==> config.mk <==
export PLATFORM = sky130hd
export DESIGN_NAME = lsu
export DESIGN_NICKNAME = d
export VERILOG_FILES = /design/src/hdl/tcm_pkg.sv /design/src/hdl/lsu.sv
export SDC_FILE = /design/constraint.sdc
export NUM_CORES = 1
export LEC_CHECK = 0
export BUFFER_PORTS_ARGS = -buffer_cell sky130_fd_sc_hd__buf_2
export CORE_AREA = 2 2 81 83
export CTS_BUF_LIST = sky130_fd_sc_hd__clkbuf_16
export CTS_CLUSTER_SIZE = 8
export DETAILED_ROUTE_END_ITERATION = 12
export DIE_AREA = 0 0 83 85
export PLACE_DENSITY = 0.74
export SETUP_SLACK_MARGIN = 0.1
export SYNTH_ARGS = -nofsm -noshare
export SYNTH_HDL_FRONTEND = slang
export SYNTH_SLANG_ARGS = --single-unit
==> constraint.sdc <==
create_clock -name clk -period 1.6 [get_ports clk]
set_clock_uncertainty 0.1 [all_clocks]
set_input_delay 0.16 -clock clk [delete_from_list [all_inputs] [get_ports clk]]
set_output_delay 0.16 -clock clk [all_outputs]
set_load 0.03 [all_outputs]
==> src/hdl/tcm_pkg.sv <==
// shared definitions for the tcm subsystem
package tcm_pkg;

    // bus widths
    localparam int BUS_ADDR_WIDTH = 32;  // byte address
    localparam int BUS_DATA_WIDTH = 32;  // data and instruction word

    // address map
    // itcm at the bottom of the space, dtcm higher up
    localparam logic [BUS_ADDR_WIDTH-1:0] ITCM_BASE_ADDR = 32'h0000_0000;
    localparam logic [BUS_ADDR_WIDTH-1:0] DTCM_BASE_ADDR = 32'h1000_0000;

    // addi x0, x0, 0
    // handed to fetch while the itcm port is taken by a load/store
    localparam logic [BUS_DATA_WIDTH-1:0] NOP_INST = 32'h0000_0013;

    // load/store access size
    // encoding follows funct3[1:0] of the rv32 load/store opcodes
    typedef enum logic [1:0] {
        SIZE_BYTE = 2'b00,  // lb / lbu / sb
        SIZE_HALF = 2'b01,  // lh / lhu / sh
        SIZE_WORD = 2'b10   // lw / sw
    } access_size_e;

endpackage

==> src/hdl/lsu.sv <==
`timescale 1ns/1ps

// load/store unit
// turns a command into a masked word access, aligns the read data next cycle
module lsu (
    input  logic clk,
    input  logic rst_n_i,

    // command in, one cycle strobe
    input  logic                               cmd_valid_i,
    input  logic                               cmd_we_i,       // store when set
    input  logic [tcm_pkg::BUS_ADDR_WIDTH-1:0] cmd_addr_i,     // naturally aligned byte addr
    input  tcm_pkg::access_size_e              cmd_size_i,
    input  logic                               cmd_unsigned_i, // zero extend loads
    input  logic [tcm_pkg::BUS_DATA_WIDTH-1:0] cmd_wdata_i,    // store data in low bits

    // memory block side
    output logic                               ex_req_o,
    output logic [tcm_pkg::BUS_ADDR_WIDTH-1:0] ex_addr_o,
    output logic                               ex_we_o,
    output logic [3:0]                         ex_wmask_o,
    output logic [tcm_pkg::BUS_DATA_WIDTH-1:0] ex_wdata_o,
    input  logic [tcm_pkg::BUS_DATA_WIDTH-1:0] ex_rdata_i,
    input  logic                               ex_err_i,

    // response out, exactly one cycle after the command
    output logic                               rsp_valid_o,
    output logic [tcm_pkg::BUS_DATA_WIDTH-1:0] rsp_rdata_o,
    output logic                               rsp_err_o
);

    import tcm_pkg::*;

    logic [1:0] off;       // byte offset within the word
    logic [3:0] mask;

    // response bookkeeping
    logic         rsp_valid_q;
    logic         we_q;
    access_size_e size_q;
    logic [1:0]   off_q;
    logic         uns_q;

    logic [BUS_DATA_WIDTH-1:0] lane;   // addressed bytes moved to bit 0
    logic [BUS_DATA_WIDTH-1:0] rdata;

    assign off = cmd_addr_i[1:0];

    // byte mask from size and offset
    always_comb begin
        case (cmd_size_i)
            SIZE_BYTE: mask = 4'b0001 << off;
            SIZE_HALF: mask = 4'b0011 << {off[1], 1'b0};  // halfword stays aligned
            SIZE_WORD: mask = 4'b1111;
            default:   mask = 4'b0000;
        endcase
    end

    // request, same cycle as the command
    assign ex_req_o   = cmd_valid_i;
    assign ex_addr_o  = {cmd_addr_i[BUS_ADDR_WIDTH-1:2], 2'b00};
    assign ex_we_o    = cmd_valid_i && cmd_we_i;
    assign ex_wmask_o = ex_we_o ? mask : 4'b0000;  // no lanes on a load

    // replicate store data over all lanes, mask picks the right ones
    always_comb begin
        case (cmd_size_i)
            SIZE_BYTE: ex_wdata_o = {4{cmd_wdata_i[7:0]}};
            SIZE_HALF: ex_wdata_o = {2{cmd_wdata_i[15:0]}};
            default:   ex_wdata_o = cmd_wdata_i;
        endcase
    end

    always_ff @(posedge clk or negedge rst_n_i) begin
        if (!rst_n_i) begin
            rsp_valid_q <= 1'b0;
        end else begin
            rsp_valid_q <= cmd_valid_i;  // every command answers once
        end
    end

    // how to unpack the returning word
    always_ff @(posedge clk) begin
        we_q   <= cmd_we_i;
        size_q <= cmd_size_i;
        off_q  <= off;
        uns_q  <= cmd_unsigned_i;
    end

    // lane extraction and extension
    always_comb begin
        lane  = ex_rdata_i >> {off_q, 3'b000};
        case (size_q)
            SIZE_BYTE: rdata = {{(BUS_DATA_WIDTH-8){!uns_q && lane[7]}}, lane[7:0]};
            SIZE_HALF: rdata = {{(BUS_DATA_WIDTH-16){!uns_q && lane[15]}}, lane[15:0]};
            default:   rdata = ex_rdata_i;
        endcase
        if (!rsp_valid_q || we_q || ex_err_i) begin
            rdata = '0;  // stores and misses carry no data
        end
    end

    assign rsp_valid_o = rsp_valid_q;
    assign rsp_rdata_o = rdata;
    assign rsp_err_o   = rsp_valid_q && ex_err_i;

endmodule

==> results by group, run 1 <==
STA
  – PnR worst setup slack: -0.397 ns
  – Final setup violation count: 32
  – Max Fclk: around 500 MHz
  – Final hold violations: 0
  – Final worst path period share: 125%
  – Final period demand of the worst path: between 1.5 and 2 ns
  – RSZ-0062 raised after global routing: yes
  – Final slew viol count: 0

Synthesis
  – Synthesized area: ~1700 µm²
  – Distinct cell type count of the synthesized netlist: 36
  – Ranking of synthesized cells by area: buf_4, mux2_2, o2bb2ai_1
  – Mean instance size in the synthesized netlist: roughly 8.3 µm²
  – Flip-flop and latch count after synthesis: 7
  – Gate count of the mapped netlist: 210
  – Area share of the largest cell type after synthesis: approximately 18%
  – EDFF count, synth: 0
  – Synthesis warning total: 0
  – Proportion of synthesized chip area in sequential cells: 8.30%
  – Top FF cell, synth: dfxtp_1
  – Top cell type by total area after synthesis: buf_4
  – Asr flop ratio synth: around 14%

Routing
  – Post-detailed-route count of antenna-violating nets: 0
  – Routed wire length: 7.45 mm
  – DR vias/cell: approximately 5.4
  – DRC violations left: 0
  – Detailed-routing iteration count for the pre-antenna-repair pass: 4
  – Routed wirelength normalized by instance count: between 15 and 20 µm
  – DR vias: 2215
  – Detailed router's first-iteration violation count: 28

Placed design
  – Dpl hpwl: around 5.8 mm
  – I/O Buffers: between 100 and 150
  – Placed inst area: approximately 2800 µm²
  – Routability-driven placement congestion ratio: between 0.8 and 0.9

Worst setup path
  – Total buffers and inverters traversed by the critical path: 2
  – WP data arrival: around 1.7 ns
  – CP top delay family: compound AO/OA/AOI/OAI gates
  – Worst setup path endpoint: rsp_rdata_o[0]
  – Launching instance or port of the critical path: off_q[1]
  – Setup Crit Path Kind: reg2out
  – Worst setup SP type: register
  – CP Cell Sequence: clkbuf_16 -> mux2_4 -> o22a_1 -> o221a_2 -> buf_6
  – Crit-path slowest cell: dfxtp_4
  – Biggest fanout along the worst timing path: 6
  – Required time at the worst-slack endpoint: ~1.3 ns
  – Total stage count of the critical path: 5
  – Slowest cell delay on critical path: around 0.41 ns
  – Kind of capture point of the worst setup path: output pin

Clocking
  – Sink Count: 7
  – Clock-pin slew on the worst setup and hold paths: 0.03 ns
  – Number of buffers added by the clock tree synthesis step: 3
  – Clock root buffer master: clkbuf_16
  – Max clock buf depth: 2
  – CTS tree: done
  – H-tree levels: 1

Pwr
  – Leakage power: about 1.5 nW
  – Worst vdd rail ir drop: 0.363 mV
  – Power per cell area: ~470 nW/µm²
  – Part of the total power dissipated in sequential elements: between 10% and 20%
  – Cell Int Power: 0.911 mW
  – Part of the total power dissipated in the clock network: 26.4%
  – Pwr Total: roughly 1.6 mW
  – Combinational cell fraction of total power: between 60% and 70%
  – Switching share of power: between 40 and 50%
  – Switching power: ~0.65 mW

Global route
  – Via count of the first global-routing pass: about 2300
  – Initial antenna violation count: 0
  – Total routing usage reported by global routing: 19.1%
  – Final global-route overflow total: 0
  – Largest net degree at the start of global routing: 19
  – Wire length of the first global-routing pass: ~11 mm

Floorplanning
  – Total I/O pin count: between 200 and 250
  – Overall die area: 7060 µm²
  – Die W: about 83 µm
  – Row count: 29
  – Core Region: around 6200 µm²
  – Starting utilization of the core area: between 20 and 30%
  – Die span in y: about 85 µm

Layout
  – # fillers: approximately 530
  – Layout Cell Area excl Fill: around 3300 µm²
  – Layout cells sized above 1: around 75%
  – Layout Area Growth over Synthesis: 89.6%
  – Nets@finish: between 400 and 500
  – Diodes inserted: 0

Hold path
  – Type of the tightest min-delay check: in2reg

Outcome
  – Result of the run: finished, violations left
  – Failing checks: setup timing

Job
  – Max-capacitance violation count: 0
-- cell type report --
class / count / area, µm² / area share [%]
clock inverter: 1 / 3.75 / 0.113
timing repair buffer: 179 / 1320 / 39.6
tap: 77 / 96.3 / 2.90
multi-input combinational: 143 / 1660 / 50.1
inverter: 4 / 15.0 / 0.453
sequential: 7 / 151 / 4.56
clock buffer: 3 / 75.1 / 2.26
-- power groups by stage --
stage	registers, mW	logic (mW)	clock network (mW)
finish	0.197	0.952	0.411
global route	0.198	1.00	0.440
CTS	0.196	0.898	0.426
detailed placement	0.199	0.827	0
global placement	0.198	0.813	0
floorplan	0.197	0.670	0
-- stage by stage --
step / hold slack [ns] / setup WS [ns] / utilization [%] / TNS [ns] / cells
floorplan: -0.236 / -0.239 / - / -5.07 / 211
global placement: -0.165 / -0.159 / 44.5 / -3.96 / 404
detailed placement: -0.162 / -0.264 / 44.5 / -5.33 / 404
CTS: 0.00220 / -0.391 / 51.1 / -10.95 / 413
global route: 0.00673 / -0.440 / 53.5 / -12.80 / 414
finish: 0.00255 / -0.397 / 53.5 / -11.02 / 414
-- worst min path at each step --
stage / start / to / slack [ns] / cells past startpoint
floorplan: rst_n_i / rsp_valid_o / -0.24 / 0
global placement: rst_n_i / rsp_valid_o / -0.16 / 1
detailed placement: rst_n_i / rsp_valid_o / -0.16 / 1
CTS: cmd_addr_i[1] / off_q[1] / 0.002 / 1
global route: cmd_addr_i[1] / off_q[1] / 0.007 / 1
finish: cmd_addr_i[1] / off_q[1] / 0.003 / 1
-- sequential cells by signal, summed over array words and instances, names as in the netlist --
signal       cells
we_q             1
uns_q            1
rsp_valid_o      1
size_q           2
off_q            2
-- layout by cell type, fill, tap and decap left out, types with 2 or more instances in the layout --
cell,synthesis,final
dlygate4sd3_1,0,5
o22a_1,7,7
a21oi_1,13,12
o2bb2ai_2,0,6
dfxtp_1,6,4
mux2i_1,8,8
a221oi_4,0,4
nand2_1,13,13
o2bb2ai_4,0,10
buf_4,41,19
mux2_4,2,9
buf_6,5,33
o221a_2,7,7
nand2b_1,2,2
conb_1,1,2
mux2_2,24,17
inv_1,4,5
clkbuf_16,0,4
buf_12,0,8
and3b_1,2,2
and2_1,3,3
o31ai_4,0,8
nor2b_1,2,2
buf_2,6,113
nor2_1,5,5
a221oi_2,0,3
o21ai_0,11,10
-- cells in the mapped netlist, types with 2 or more instances --
master     count
buf_4         41
mux2_2        24
o2bb2ai_1     16
a21oi_1       13
nand2_1       13
o21ai_0       11
mux2i_1        8
o31ai_1        8
a221oi_1       7
o221a_2        7
o22a_1         7
buf_2          6
dfxtp_1        6
buf_6          5
nor2_1         5
clkbuf_1       4
inv_1          4
and2_1         3
and3b_1        2
mux2_4         2
nand2b_1       2
nor2b_1        2
-- what timing repair did --
action                                  CTS  global route
endpoints found under the setup margin   32            32
hold buffers                              5             0
resized for setup                        77            21
buffers inserted                          0             0
cloned                                    0             1
endpoints found under the hold margin     5             0
pin swaps                                 2             9
-- layer usage --
metal	up-vias	track usage, %	part of all wire (%)
li1	1017	-	-
met1	1039	18.3	34
met2	145	38.7	56
met3	14	6.32	8.8
met4	0	4.92	1.1
met5	-	0	0
-- cells by family after synthesis --
| group | Yosys count | synth area share (%) |
|---|---|---|
| other cells | 1 | 0.214 |
| buf+inv | 61 | 24.5 |
| compound gates | 73 | 33.3 |
| mux | 35 | 23.0 |
| flops | 7 | 8.30 |
| simple gates | 33 | 10.7 |
Note: power is estimated with default switching activity, not from simulation.
==> inputs of run 2 (changes only) <==
--- a/config.mk
+++ b/config.mk
@@ -5,14 +5,16 @@
 export SDC_FILE = /design/constraint.sdc
 export NUM_CORES = 1
 export LEC_CHECK = 0
+export ABC_CLOCK_PERIOD_IN_PS = 2400
 export BUFFER_PORTS_ARGS = -buffer_cell sky130_fd_sc_hd__buf_2
 export CORE_AREA = 2 2 81 83
 export CTS_BUF_LIST = sky130_fd_sc_hd__clkbuf_16
 export CTS_CLUSTER_SIZE = 8
 export DETAILED_ROUTE_END_ITERATION = 12
 export DIE_AREA = 0 0 83 85
-export PLACE_DENSITY = 0.74
+export PLACE_DENSITY = 0.71
 export SETUP_SLACK_MARGIN = 0.1
+export SKIP_CTS_REPAIR_TIMING = 1
 export SYNTH_ARGS = -nofsm -noshare
 export SYNTH_HDL_FRONTEND = slang
 export SYNTH_SLANG_ARGS = --single-unit
==> constraint.sdc (replaced) <==
create_clock -name clk -period 2.4 [get_ports clk]
set_clock_uncertainty 0.1 [all_clocks]
set_input_delay 0.24 -clock clk [delete_from_list [all_inputs] [get_ports clk]]
set_output_delay 0.24 -clock clk [all_outputs]
set_load 0.03 [all_outputs]
==> run 2 against run 1 <==
Compared with the run above:
- the flow now finishes without violations
- sequential power down 31%
- setup slack better by 0.59 ns
- wire length down 9.4%
- count of clock-buffer cells in the layout unchanged
- via count down 5.5%
- flip-flop and latch count unchanged
- power down 43%
- first-iteration DRC count up 79%
- sequential share of layout area up 1.8 points
- die area unchanged
- non-clock buffer count down 23
- largest cell class unchanged
==> results by group, run 2 (synthesis results as in run 1) <==
Outcome
  – Result of the run: completed

Layout
  – Leading cell type in the layout, fill and taps excluded: buf_2
  – Diodes inserted: 0
  – Nets@finish: about 420
  – Filler-free cell count of the finished design: 391
  – Layout Cell Area excl Fill: ~2400 µm²
  – Largest registers: off_q (2), size_q (2)
  – # fillers: between 600 and 700
  – Layout Area Growth over Synthesis: 34.5%
  – Layout cells sized above 1: 63.7%
  – Final design utilization: a little under two fifths
  – Leading cell types in the layout, fill and taps excluded: buf_2, mux2_2, o2bb2ai_1, nand2_1, a21oi_1

Floorplanning
  – Total I/O pin count: around 210
  – Starting utilization of the core area: ~28%
  – Die span in y: ~85 µm
  – Die W: 83 µm
  – Core Region: slightly above 6000 µm²
  – Row count: 29
  – Overall die area: about 7100 µm²

Global route
  – Total routing usage reported by global routing: 17.9%
  – Final global-route overflow total: 0
  – Largest net degree at the start of global routing: 30
  – Wire length of the first global-routing pass: ~11 mm
  – Initial antenna violation count: 0
  – Via count of the first global-routing pass: 2100

STA
  – Final slew viol count: 0
  – Final hold violations: 0
  – Final setup violation count: 0
  – PnR worst setup slack: approximately 0.2 ns
  – Final period demand of the worst path: between 2 and 2.5 ns
  – Fin Hold WS: around 0.013 ns
  – RSZ-0062 raised after global routing: no
  – Final worst path period share: between 90% and 100%
  – Max Fclk: between 400 and 500 MHz
  – TNS Setup: 0 ns

Clocking
  – Max clock buf depth: 2
  – H-tree levels: 1
  – CTS tree: done
  – Number of buffers added by the clock tree synthesis step: 3
  – Sink Count: 7
  – Clock-pin slew on the worst setup and hold paths: roughly 0.04 ns
  – Clock root buffer master: clkbuf_16

Hold path
  – Type of the tightest min-delay check: in2reg
  – Hold Startpoint: cmd_unsigned_i
  – Endpoint of the worst hold path: uns_q
  – Hold Path Depth: 1

Pwr
  – Worst vdd rail ir drop: 0.202 mV
  – Pwr Total: approximately 0.9 mW
  – Leakage power: 1.21 nW
  – Power per cell area: ~380 nW/µm²

Placed design
  – Dpl hpwl: 5.74 mm
  – Post-place setup slack: between 0.2 and 0.3 ns
  – Routability-driven placement congestion ratio: 0.876
  – Dpl cells: approximately 380
  – I/O Buffers: 145
  – Placed inst area: 2220 µm²

Worst setup path
  – Setup Crit Path Kind: reg2out
  – WP data arrival: approximately 1.9 ns
  – Launching instance or port of the critical path: off_q[1]
  – Required time at the worst-slack endpoint: slightly above 2 ns
  – Kind of capture point of the worst setup path: output pin
  – Worst setup SP type: register
  – Biggest fanout along the worst timing path: 11

Routing
  – DR vias: between 2000 and 2500
  – Routed wirelength normalized by instance count: ~17 µm
  – DRC violations left: 0
  – Detailed-routing iteration count for the pre-antenna-repair pass: 4
  – Routed wire length: 6.75 mm
  – DR vias/cell: around 5.4
  – Detailed router's first-iteration violation count: 50
  – Post-detailed-route count of antenna-violating nets: 0

Job
  – Max-capacitance violation count: 0
run 2: changes by cell type in the layout (fill, tap and decap cells not counted), sizes merged:
cell / previous run / this run
buf: 173 / 155
dlygate4sd3: 5 / 1
clkbuf: 4 / 3
run 2: power breakdown:
group	switching [mW]	internal [mW]	total, mW	leakage [nW]
combinational	0.295	0.181	0.476	1.11
clock	0.0601	0.216	0.277	0.0423
sequential	0.0126	0.123	0.136	0.0626
run 2: final cells by class:
class | count | area (µm²) | share of cell area (%)
clock buffer | 3 | 75.1 | 3.19
clock inverter | 1 | 3.75 | 0.160
inverter | 4 | 15.0 | 0.638
multi-input combinational | 143 | 1190 | 50.6
sequential | 7 | 149 | 6.33
tap | 77 | 96.3 | 4.10
timing repair buffer | 156 | 823 | 35.0
run 2: how the worst max path moves through the flow:
stage / slack [ns] / end
after floorplan: 0.25 / rsp_rdata_o[21]
after CTS: 0.04 / rsp_rdata_o[31]
after global placement: 0.36 / rsp_rdata_o[15]
final: 0.20 / rsp_rdata_o[9]
after detailed placement: 0.28 / rsp_rdata_o[31]
after global routing: 0.11 / rsp_rdata_o[13]
run 2: critical path, cell delays in order (launching register included):
cell and delay, ns:
dfxtp_4 0.37, buf_4 0.19, and2b_1 0.38, a221oi_1 0.15, o31ai_1 0.29, buf_2 0.25
run 2: routing by layer:
layer	vias to the layer above	global-route usage, %	part of all wire (%)
li1	965	-	-
met1	958	19.5	35
met2	155	32.2	50
met3	15	5.74	12
met4	0	7.15	2.9
met5	-	0	0
