$ cat config.mk
export PLATFORM = sky130hd
export DESIGN_NAME = fetch_unit
export DESIGN_NICKNAME = d
export VERILOG_FILES = /design/src/hdl/tcm_pkg.sv /design/src/hdl/fetch_unit.sv
export SDC_FILE = /design/constraint.sdc
export NUM_CORES = 1
export LEC_CHECK = 0
export ABC_AREA = 1
export BUFFER_PORTS_ARGS = -buffer_cell sky130_fd_sc_hd__buf_2
export CORE_MARGIN = 1.5
export CORE_UTILIZATION = 30
export DETAILED_ROUTE_END_ITERATION = 8
export PLACE_DENSITY = 0.72
export SKIP_LAST_GASP = 1
export SYNTH_ARGS = -nofsm -noshare
export SYNTH_HDL_FRONTEND = slang
export SYNTH_SLANG_ARGS = --single-unit
export TNS_END_PERCENT = 1
$ cat constraint.sdc
create_clock -name clk -period 1.4 [get_ports clk]
set_clock_uncertainty 0.15 [all_clocks]
set_input_delay 0.07 -clock clk [delete_from_list [all_inputs] [get_ports clk]]
set_output_delay 0.07 -clock clk [all_outputs]
set_load 0.01 [all_outputs]
$ cat src/hdl/tcm_pkg.sv
// shared definitions for the tcm subsystem
package tcm_pkg;

    // bus widths
    localparam int BUS_ADDR_WIDTH = 32;  // byte address
    localparam int BUS_DATA_WIDTH = 32;  // data and instruction word

    // address map
    // itcm at the bottom of the space, dtcm higher up
    localparam logic [BUS_ADDR_WIDTH-1:0] ITCM_BASE_ADDR = 32'h0000_0000;
    localparam logic [BUS_ADDR_WIDTH-1:0] DTCM_BASE_ADDR = 32'h1000_0000;

    // addi x0, x0, 0
    // handed to fetch while the itcm port is taken by a load/store
    localparam logic [BUS_DATA_WIDTH-1:0] NOP_INST = 32'h0000_0013;

    // load/store access size
    // encoding follows funct3[1:0] of the rv32 load/store opcodes
    typedef enum logic [1:0] {
        SIZE_BYTE = 2'b00,  // lb / lbu / sb
        SIZE_HALF = 2'b01,  // lh / lhu / sh
        SIZE_WORD = 2'b10   // lw / sw
    } access_size_e;

endpackage

$ cat src/hdl/fetch_unit.sv
`timescale 1ns/1ps

// sequential instruction fetch through the itcm
// pc moves by 4 and wraps inside the itcm window, frozen while held
module fetch_unit #(
    parameter int ITCM_ADDR_WIDTH = 8  // itcm word address width
) (
    input  logic clk,
    input  logic rst_n_i,

    input  logic                               hold_i,       // itcm taken by load/store
    input  logic [tcm_pkg::BUS_DATA_WIDTH-1:0] inst_i,       // word for last cycle's pc
    output logic [tcm_pkg::BUS_ADDR_WIDTH-1:0] pc_o,         // address issued this cycle

    output logic                               inst_valid_o, // fetch result strobe
    output logic [tcm_pkg::BUS_ADDR_WIDTH-1:0] inst_pc_o,
    output logic [tcm_pkg::BUS_DATA_WIDTH-1:0] inst_data_o
);

    import tcm_pkg::*;

    localparam int OFF_WIDTH = ITCM_ADDR_WIDTH + 2;  // byte offset bits in the itcm

    logic [BUS_ADDR_WIDTH-1:0] pc_q;
    logic [BUS_ADDR_WIDTH-1:0] pc_nxt;
    logic [OFF_WIDTH-1:0]      pc_off;
    logic [OFF_WIDTH-1:0]      pc_off_nxt;

    logic [BUS_ADDR_WIDTH-1:0] issued_pc_q;  // address whose data returns now
    logic                      issued_q;     // last cycle was a real issue

    // next address
    // offset arithmetic drops the carry so the pc wraps at the window end
    assign pc_off     = OFF_WIDTH'(pc_q - ITCM_BASE_ADDR);
    assign pc_off_nxt = pc_off + OFF_WIDTH'(4);
    assign pc_nxt     = ITCM_BASE_ADDR + BUS_ADDR_WIDTH'(pc_off_nxt);

    always_ff @(posedge clk or negedge rst_n_i) begin
        if (!rst_n_i) begin
            pc_q     <= ITCM_BASE_ADDR;
            issued_q <= 1'b0;
        end else begin
            issued_q <= !hold_i;   // held cycle brings back a nop
            if (!hold_i) begin
                pc_q <= pc_nxt;    // advance only after a real issue
            end
        end
    end

    // tag for the returning word
    always_ff @(posedge clk) begin
        issued_pc_q <= pc_q;
    end

    assign pc_o = pc_q;

    // result side, one cycle behind the issue
    assign inst_valid_o = issued_q;
    assign inst_pc_o    = issued_pc_q;
    assign inst_data_o  = inst_i;  // already steered by the memory block

endmodule

==> impl_metrics.py, run 1 <==
metrics = {
    "drt": {
        "vias_per_cell": 3.38,
        "dr.pass1.iters": 4,
        "routed_wl_um": 1700,
        "drc": 0,
        "dr_total_vias": 702,
        "post_drt_wl_per_cell_um": 8.18,
        "dr.first_iter.drc_count": 51,
        "ant_nets": 0,
    },
    "sta": {
        "holdWs_ps": 50.4,
        "finalCritPeriodShare_pct": 90.2,
        "finalHoldViolations": 0,
        "finalSetupViolations": 0,
        "fin_ws_ps": 137,
        "fmax_ghz": 0.792,
        "slew_viol_final": 0,
        "rsz0062_at_grt": "false",
        "tns_ps": 0,
        "finalCriticalPeriod_ps": 1260,
    },
    "critical_path": {
        "critPathMaxStageDelay_ps": 430,
        "critPathSlowestCell": "dfrtp_1",
        "crit_chain": "ha_1, nand2_2, nor2_2, nand3_1, nand2_1, inv_1",
        "worstSetupStartpointType": "register",
        "timing.critical_path.buf_inv": 1,
        "critPathLaunch": "pc_o[2]",
        "path_max_fanout": 5,
        "cp_top_family": "flip-flops",
        "end_kind": "register",
        "worst-path-stages": 6,
        "cp.arrival_ps": 1260,
        "crit_type": "reg -> reg",
        "timing.rr.end": "pc_o[8]",
        "r2r-start": "pc_o[2]",
        "reg2reg_depth": 6,
        "worstPathRequired_ps": 1400,
        "rrSetupSlack_ps": 140,
        "endpoint": "pc_o[8]",
    },
    "global_routing": {
        "grt_usage_pct": 6.30,
        "overflow": 0,
        "grt_pass1_wl_um": 2100,
        "antenna_found_initial": 0,
        "grt_max_degree": 11,
        "grt_pass1_vias": 503,
    },
    "placed_design": {
        "dpl.cell_count": 170,
        "dpl-instance-area_sq_um": 917,
        "place.port_buffers": 19,
        "post-place-ws_ps": 132,
        "hpwl_um": 1090,
        "gp_congestion": 0.748,
    },
    "floorplan": {
        "coreArea_sq_um": 3720,
        "die_h_um": 65.9,
        "die-area_sq_um": 4340,
        "fp-row-count": 22,
        "die_w_um": 65.9,
        "io_pins": 132,
        "initial_core_util_pct": 31.9,
    },
    "synthesis": {
        "syn-instance-count": 136,
        "synthDistinctLibCells": 16,
        "synth_area_sq_um": 1190,
        "ys_ff_latch": 17,
        "yosys_warnings": 0,
        "syn_avg_cell_area_sq_um": 8.72,
        "ys_seq_area_share_pct": 32.5,
    },
    "finish": {
        "fin_cells": 208,
        "drive_above_1_share_pct": 17.5,
        "fin_util_pct": 35.1,
        "num-nets-final": 197,
        "final_area_sq_um": 1300,
        "nFillCells": 388,
        "syn_to_final_growth_pct": 9.92,
        "n_antenna_cell": 0,
    },
    "pwr": {
        "leakagePower_nw": 0.699,
        "power_density_nw_per_um2": 1410,
        "finalPower_mw": 1.84,
        "clkPwrFrac_pct": 19.2,
        "comb_power_share_pct": 36.1,
        "p_seq_share_pct": 44.7,
        "ir_drop_uv": 361,
        "p_sw_uw": 684,
        "switching_share_pct": 37.2,
        "intPower_mw": 1.15,
    },
    "cts": {
        "clock_path_buffers": 2,
        "clk_pin_slew_worst_paths_ps": 60,
        "clkLatencyLatePin_ps": 250,
        "clockRootBuffer": "clkbuf_8",
        "cts_sinks": 17,
        "htree_num_levels": 1,
        "cts_inserted_buffers": 3,
        "cts_resized": 0,
        "cts_tree": "built",
    },
    "min_path": {
        "min_path_type": "in -> async",
    },
    "status": {
        "status": "finished, final reports clean",
    },
    "job": {
        "maxCapViolations": 0,
    },
}
worst min path at each step:
stage	slack (ps)	to	from
6_report	50	pc_o[6]	rst_n_i
5_1_grt	70	pc_o[6]	rst_n_i
4_1_cts	50	pc_o[6]	rst_n_i
3_5_place_dp	-210	pc_o[4]	rst_n_i
3_3_place_gp	-220	pc_o[4]	rst_n_i
2_1_floorplan	-380	inst_valid_o	rst_n_i
cell families after synthesis:
logic type / after synthesis / synth area share (%)
AND/OR/NAND/NOR: 26 / 10.3
adder cells (fa/ha/maj): 1 / 1.05
other: 1 / 0.316
buffers and inverters: 87 / 52.8
flip-flops: 17 / 32.5
XOR/XNOR: 4 / 2.95
layout make-up:
cell class,count,area [sq um],share of cell area [%]
Clock buffer,3,41.3,3.17
Multi-Input combinational cell,79,350,26.9
Tap cell,48,60.1,4.61
Inverter,7,26.3,2.02
Sequential cell,17,385,29.6
Timing Repair Buffer,53,435,33.4
Clock inverter,1,5.00,0.384
sequential cells by signal, indices dropped and copies added (netlist names):
register / flops
inst_pc_o: 8
inst_valid_o: 1
pc_o: 8
cells in the final DEF (no fill, tap or decap):
cell and instances:
conb_1 48, nor2_4 1, clkbuf_8 3, nand2_2 2, nor2_1 2, dfxtp_1 8, clkinv_2 1, dfrtp_1 9
nand3b_1 2, dlygate4sd3_1 34, ha_1 1, nand2_1 16, xnor2_1 2, xor2_1 2, inv_1 6, nand3_1 2
inv_2 1, buf_2 19, nor2_2 1
what timing repair did:
| action | in CTS | in global routing |
|---|---|---|
| hold buffers | 34 | 0 |
| endpoints found under the hold margin | 44 | 0 |
| setup buffers | 0 | 0 |
Yosys cell counts, drive strengths merged:
master,instances,area share (%)
conb,1,0.32
nor2,4,2.1
xnor2,2,1.5
nand2,18,6.1
ha,1,1.1
buf,80,51
xor2,2,1.5
dfxtp,8,14
nand3b,2,1.3
nand3,2,0.84
dfrtp,9,19
inv,7,2.2
power groups by stage:
stage,logic (mW),clock network (mW),registers (mW)
3_5_place_dp,0.562,0,0.831
5_1_grt,0.736,0.390,0.841
2_1_floorplan,0.447,0,0.899
3_3_place_gp,0.552,0,0.815
4_1_cts,0.670,0.361,0.821
6_report,0.664,0.353,0.821
per-layer routing:
layer	routed length, um	track usage [%]	share of wire, %	up-vias
li1	-	-	-	326
met1	556	7.51	33	299
met2	866	9.97	51	72
met3	248	1.70	15	5
met4	30	3.91	1.8	0
met5	0	0	0	-
(Power assumes the default switching activity.)
==> inputs of run 2 (changes only) <==
--- a/config.mk
+++ b/config.mk
@@ -8,10 +8,11 @@
 export ABC_AREA = 1
 export BUFFER_PORTS_ARGS = -buffer_cell sky130_fd_sc_hd__buf_2
 export CORE_MARGIN = 1.5
-export CORE_UTILIZATION = 30
+export CORE_UTILIZATION = 34
 export DETAILED_ROUTE_END_ITERATION = 8
-export PLACE_DENSITY = 0.72
+export PLACE_DENSITY = 0.8
 export SKIP_LAST_GASP = 1
+export SLEW_MARGIN = 20
 export SYNTH_ARGS = -nofsm -noshare
 export SYNTH_HDL_FRONTEND = slang
 export SYNTH_SLANG_ARGS = --single-unit
==> run 2 against run 1 <==
Worst hold slack worse by 16 ps. Register-to-register slack worse by 30 ps. Count of clock-buffer cells in the layout is 1 higher. Highest routed layer unchanged. Non-clock buffer count unchanged. Combinational power is 0.6% lower.
==> impl_metrics.py, run 2 (synthesized netlist as in run 1, its figures left out) <==
metrics = {
    "job": {
        "maxCapViolations": 0,
    },
    "pwr": {
        "power_density_nw_per_um2": 1340,
        "finalPower_mw": 1.71,
        "ir_drop_uv": 410,
        "leakagePower_nw": 0.689,
    },
    "floorplan": {
        "io_pins": 132,
        "coreArea_sq_um": 3340,
        "die-area_sq_um": 3850,
        "fp-row-count": 21,
        "die_w_um": 62.1,
        "die_h_um": 62.1,
        "initial_core_util_pct": 35.5,
    },
    "global_routing": {
        "grt_usage_pct": 7.02,
        "grt_pass1_vias": 493,
        "grt_pass1_wl_um": 1980,
        "antenna_found_initial": 0,
        "overflow": 0,
        "grt_max_degree": 10,
    },
    "drt": {
        "ant_nets": 0,
        "routed_wl_um": 1670,
        "dr.first_iter.drc_count": 73,
        "wl_met3_um": 202,
        "drc": 0,
        "dr.pass1.iters": 4,
        "wl_met2_um": 885,
        "dr_total_vias": 708,
        "post_drt_wl_per_cell_um": 8.12,
        "vias_per_cell": 3.44,
        "highest_layer": "met4",
        "met1Wirelength_um": 573,
    },
    "finish": {
        "nFillCells": 331,
        "fin_cells": 206,
        "mostFrequentLayoutCells": "conb_1 (48), dlygate4sd3_1 (34), buf_2 (19)",
        "num-nets-final": 197,
        "syn_to_final_growth_pct": 8.02,
        "fin_util_pct": 38.4,
        "drive_above_1_share_pct": 16.9,
        "final_area_sq_um": 1280,
        "final_common_cell": "conb_1",
        "n_antenna_cell": 0,
    },
    "placed_design": {
        "gp_congestion": 0.769,
        "place.port_buffers": 19,
        "post-place-ws_ps": 133,
        "hpwl_um": 1010,
        "dpl-instance-area_sq_um": 915,
        "dpl.cell_count": 168,
    },
    "sta": {
        "tns_ps": 0,
        "finalHoldViolations": 0,
        "slew_viol_final": 0,
        "rsz0062_at_grt": "false",
        "fmax_ghz": 0.774,
        "fin_ws_ps": 108,
        "finalCritPeriodShare_pct": 92.3,
        "holdWs_ps": 34.1,
        "finalCriticalPeriod_ps": 1290,
        "finalSetupViolations": 0,
    },
    "critical_path": {
        "worstSetupStartpointType": "register",
        "rrSetupSlack_ps": 110,
        "cp.arrival_ps": 1320,
        "worstPathRequired_ps": 1430,
        "timing.rr.end": "pc_o[8]",
        "r2r-start": "pc_o[2]",
        "path_max_fanout": 5,
        "end_kind": "register",
        "crit_type": "reg -> reg",
        "reg2reg_depth": 6,
    },
    "cts": {
        "clk_pin_slew_worst_paths_ps": 90,
        "cts_tree": "built",
        "htree_num_levels": 1,
        "clock_path_buffers": 2,
        "clockRootBuffer": "clkbuf_4",
        "cts_resized": 0,
        "cts_sinks": 17,
        "clkLatencyLatePin_ps": 280,
        "cts_inserted_buffers": 3,
    },
    "min_path": {
        "min_path_type": "in -> async",
    },
    "status": {
        "status": "finished, final reports clean",
    },
}
-- run 2: cell types whose count changed in the layout (fill, tap and decap cells not counted), sizes merged --
cell    previous run  this run
clkinv             1         0
clkbuf             3         4
-- run 2: area by class of cell --
| cell class | count | area [sq um] | area share (%) |
|---|---|---|---|
| repair buffers | 53 | 435 | 34.0 |
| flip-flops and latches | 17 | 385 | 30.1 |
| multi-input cells | 79 | 350 | 27.3 |
| well taps | 46 | 57.6 | 4.49 |
| clock buffers | 4 | 26.3 | 2.05 |
| inverters | 7 | 26.3 | 2.05 |
-- run 2: critical path, stage by stage, from the launching register on --
cell     delay, ps
dfrtp_1        440
ha_1           220
nand2_2         80
nor2_2         130
nand3_1         80
nand2_1         70
inv_1           30
-- run 2: per-layer routing --
metal	global-route usage, %	vias to the layer above
met5	0	-
met4	5.47	0
met2	12.4	67
li1	-	328
met3	0.828	2
met1	7.52	311
-- run 2: report_power, final --
group	internal, mW	switching (mW)
clock network	0.110	0.134
logic	0.286	0.374
registers	0.669	0.138
total	1.07	0.647
-- run 2: worst max path at each step --
| stage | start | endpoint | slack, ps | cells past startpoint |
|---|---|---|---|---|
| 2_1_floorplan | pc_o[2] | pc_o[8] | 150 | 6 |
| 3_3_place_gp | pc_o[2] | pc_o[8] | 190 | 6 |
| 3_5_place_dp | pc_o[2] | pc_o[8] | 130 | 6 |
| 4_1_cts | pc_o[2] | pc_o[8] | 120 | 6 |
| 5_1_grt | pc_o[2] | pc_o[8] | 2 | 6 |
| 6_report | pc_o[2] | pc_o[8] | 110 | 6 |
-- run 2: repair_timing --
| item | CTS | global route |
|---|---|---|
| hold endpoints to repair | 44 | 0 |
| setup buffers | 0 | 0 |
| hold buffers | 34 | 0 |
| endpoints found under the setup margin | 0 | 0 |
==> inputs of run 3 (changes only) <==
--- a/config.mk
+++ b/config.mk
@@ -11,6 +11,7 @@
 export CORE_UTILIZATION = 34
 export DETAILED_ROUTE_END_ITERATION = 8
 export PLACE_DENSITY = 0.8
+export REMOVE_ABC_BUFFERS = 1
 export SKIP_LAST_GASP = 1
 export SLEW_MARGIN = 20
 export SYNTH_ARGS = -nofsm -noshare
==> run 3 against run 2 <==
Clock power barely moved. Combinational power up 2%. Setup slack improved by 6.6 ps. Critical path type unchanged. Largest cell class unchanged. Highest routed layer unchanged.
==> impl_metrics.py, run 3 (synthesized netlist as in run 1, its figures left out) <==
metrics = {
    "status": {
        "status": "finished, final reports clean",
    },
    "finish": {
        "num-nets-final": 197,
        "mostFrequentLayoutCells": "conb_1 (48), dlygate4sd3_1 (34), buf_2 (19)",
        "n_antenna_cell": 0,
        "syn_to_final_growth_pct": 8.02,
        "fin_cells": 206,
        "final_common_cell": "conb_1",
        "nFillCells": 352,
        "drive_above_1_share_pct": 16.9,
    },
    "global_routing": {
        "grt_max_degree": 10,
        "grt_pass1_wl_um": 3660,
        "antenna_found_initial": 0,
        "overflow": 0,
        "grt_pass1_vias": 590,
        "grt_usage_pct": 14.0,
    },
    "cts": {
        "clk_pin_slew_worst_paths_ps": 90,
        "clkLatencyLatePin_ps": 280,
        "cts_inserted_buffers": 3,
        "htree_num_levels": 1,
        "cts_tree": "built",
        "clock_path_buffers": 2,
        "cts_sinks": 17,
        "clockRootBuffer": "clkbuf_4",
    },
    "drt": {
        "dr.first_iter.drc_count": 37,
        "dr.pass1.iters": 4,
        "ant_nets": 0,
        "drc": 0,
        "dr_total_vias": 766,
        "vias_per_cell": 3.72,
        "post_drt_wl_per_cell_um": 13.5,
        "routed_wl_um": 2780,
    },
    "pwr": {
        "leakagePower_nw": 0.689,
        "switching_share_pct": 38.6,
        "ir_drop_uv": 380,
        "p_sw_uw": 671,
        "finalPower_mw": 1.74,
        "power_density_nw_per_um2": 1360,
        "comb_power_share_pct": 38.8,
        "clkPwrFrac_pct": 14.2,
        "intPower_mw": 1.07,
        "p_seq_share_pct": 47.0,
    },
    "sta": {
        "holdWs_ps": 23.6,
        "tns_ps": 0,
        "rsz0062_at_grt": "false",
        "fmax_ghz": 0.778,
        "finalHoldViolations": 0,
        "slew_viol_final": 0,
        "finalCriticalPeriod_ps": 1280,
        "finalCritPeriodShare_pct": 91.8,
        "finalSetupViolations": 0,
    },
    "critical_path": {
        "r2r-start": "pc_o[2]",
        "worstSetupStartpointType": "register",
        "end_kind": "register",
        "reg2reg_depth": 6,
        "worstPathRequired_ps": 1430,
        "critPathLaunch": "pc_o[2]",
        "path_max_fanout": 5,
        "cp.arrival_ps": 1320,
        "crit_type": "reg -> reg",
    },
    "placed_design": {
        "place.port_buffers": 19,
        "gp_congestion": 0.763,
        "hpwl_um": 1860,
        "dpl.cell_count": 168,
    },
    "floorplan": {
        "fp-row-count": 21,
        "die_w_um": 62.1,
        "die_h_um": 62.1,
        "initial_core_util_pct": 35.5,
        "coreArea_sq_um": 3340,
        "die-area_sq_um": 3850,
        "io_pins": 132,
    },
    "min_path": {
        "min_path_type": "in -> async",
    },
    "job": {
        "maxCapViolations": 0,
    },
}
## run 3: cell type report
| class | count | area (sq um) | share of cell area (%) |
|---|---|---|---|
| timing repair buffer | 53 | 435 | 34.0 |
| sequential | 17 | 385 | 30.1 |
| multi-input combinational | 79 | 350 | 27.3 |
| tap | 46 | 57.6 | 4.49 |
| clock buffer | 4 | 26.3 | 2.05 |
| inverter | 7 | 26.3 | 2.05 |
## run 3: what timing repair did
item / 4_1_cts / 5_1_grt
hold endpoints to repair: 45 / 0
hold buffers: 34 / 0
gates resized for setup: 0 / 0
setup buffers: 0 / 0
## run 3: path summary, 6_finish.rpt
kind                                end  slack (ps)
min reg2reg                inst_pc_o[9]         270
max reg2reg                     pc_o[8]         120
max in group asynchronous       pc_o[8]         900
min                        inst_valid_o          20
min in group clk           inst_pc_o[9]         270
max                             pc_o[8]         120
## run 3: power groups by stage
stage | Combinational (mW) | Sequential [mW] | Clock, mW
3_5_place_dp | 0.557 | 0.826 | 0
4_1_cts | 0.674 | 0.815 | 0.254
6_report | 0.674 | 0.816 | 0.247
2_1_floorplan | 0.253 | 0.899 | 0
3_3_place_gp | 0.550 | 0.813 | 0
5_1_grt | 0.769 | 0.847 | 0.278
## run 3: worst max-delay path, stage by stage (launching register included)
cell	delay [ps]
dfrtp_1	440
ha_1	220
nand2_2	80
nor2_2	120
nand3_1	80
nand2_1	70
inv_1	40
## run 3: through the flow
step / utilization, % / worst slack [ps] / area, sq um
after floorplan: - / 154 / 762
after global placement: 27.4 / 186 / 915
after detailed placement: 27.4 / 127 / 915
after CTS: 38.4 / 111 / 1280
after global routing: 38.4 / 8.56 / 1280
final: 38.4 / 115 / 1280
## run 3: layer usage
| layer | track usage, % | up-vias | wire, um |
|---|---|---|---|
| met3 | 4.14 | 2 | 401 |
| met1 | 22.6 | 351 | 1300 |
| met5 | 0 | - | 0 |
| met2 | 17.0 | 85 | 1070 |
| met4 | 4.56 | 0 | 4 |
| li1 | - | 328 | - |
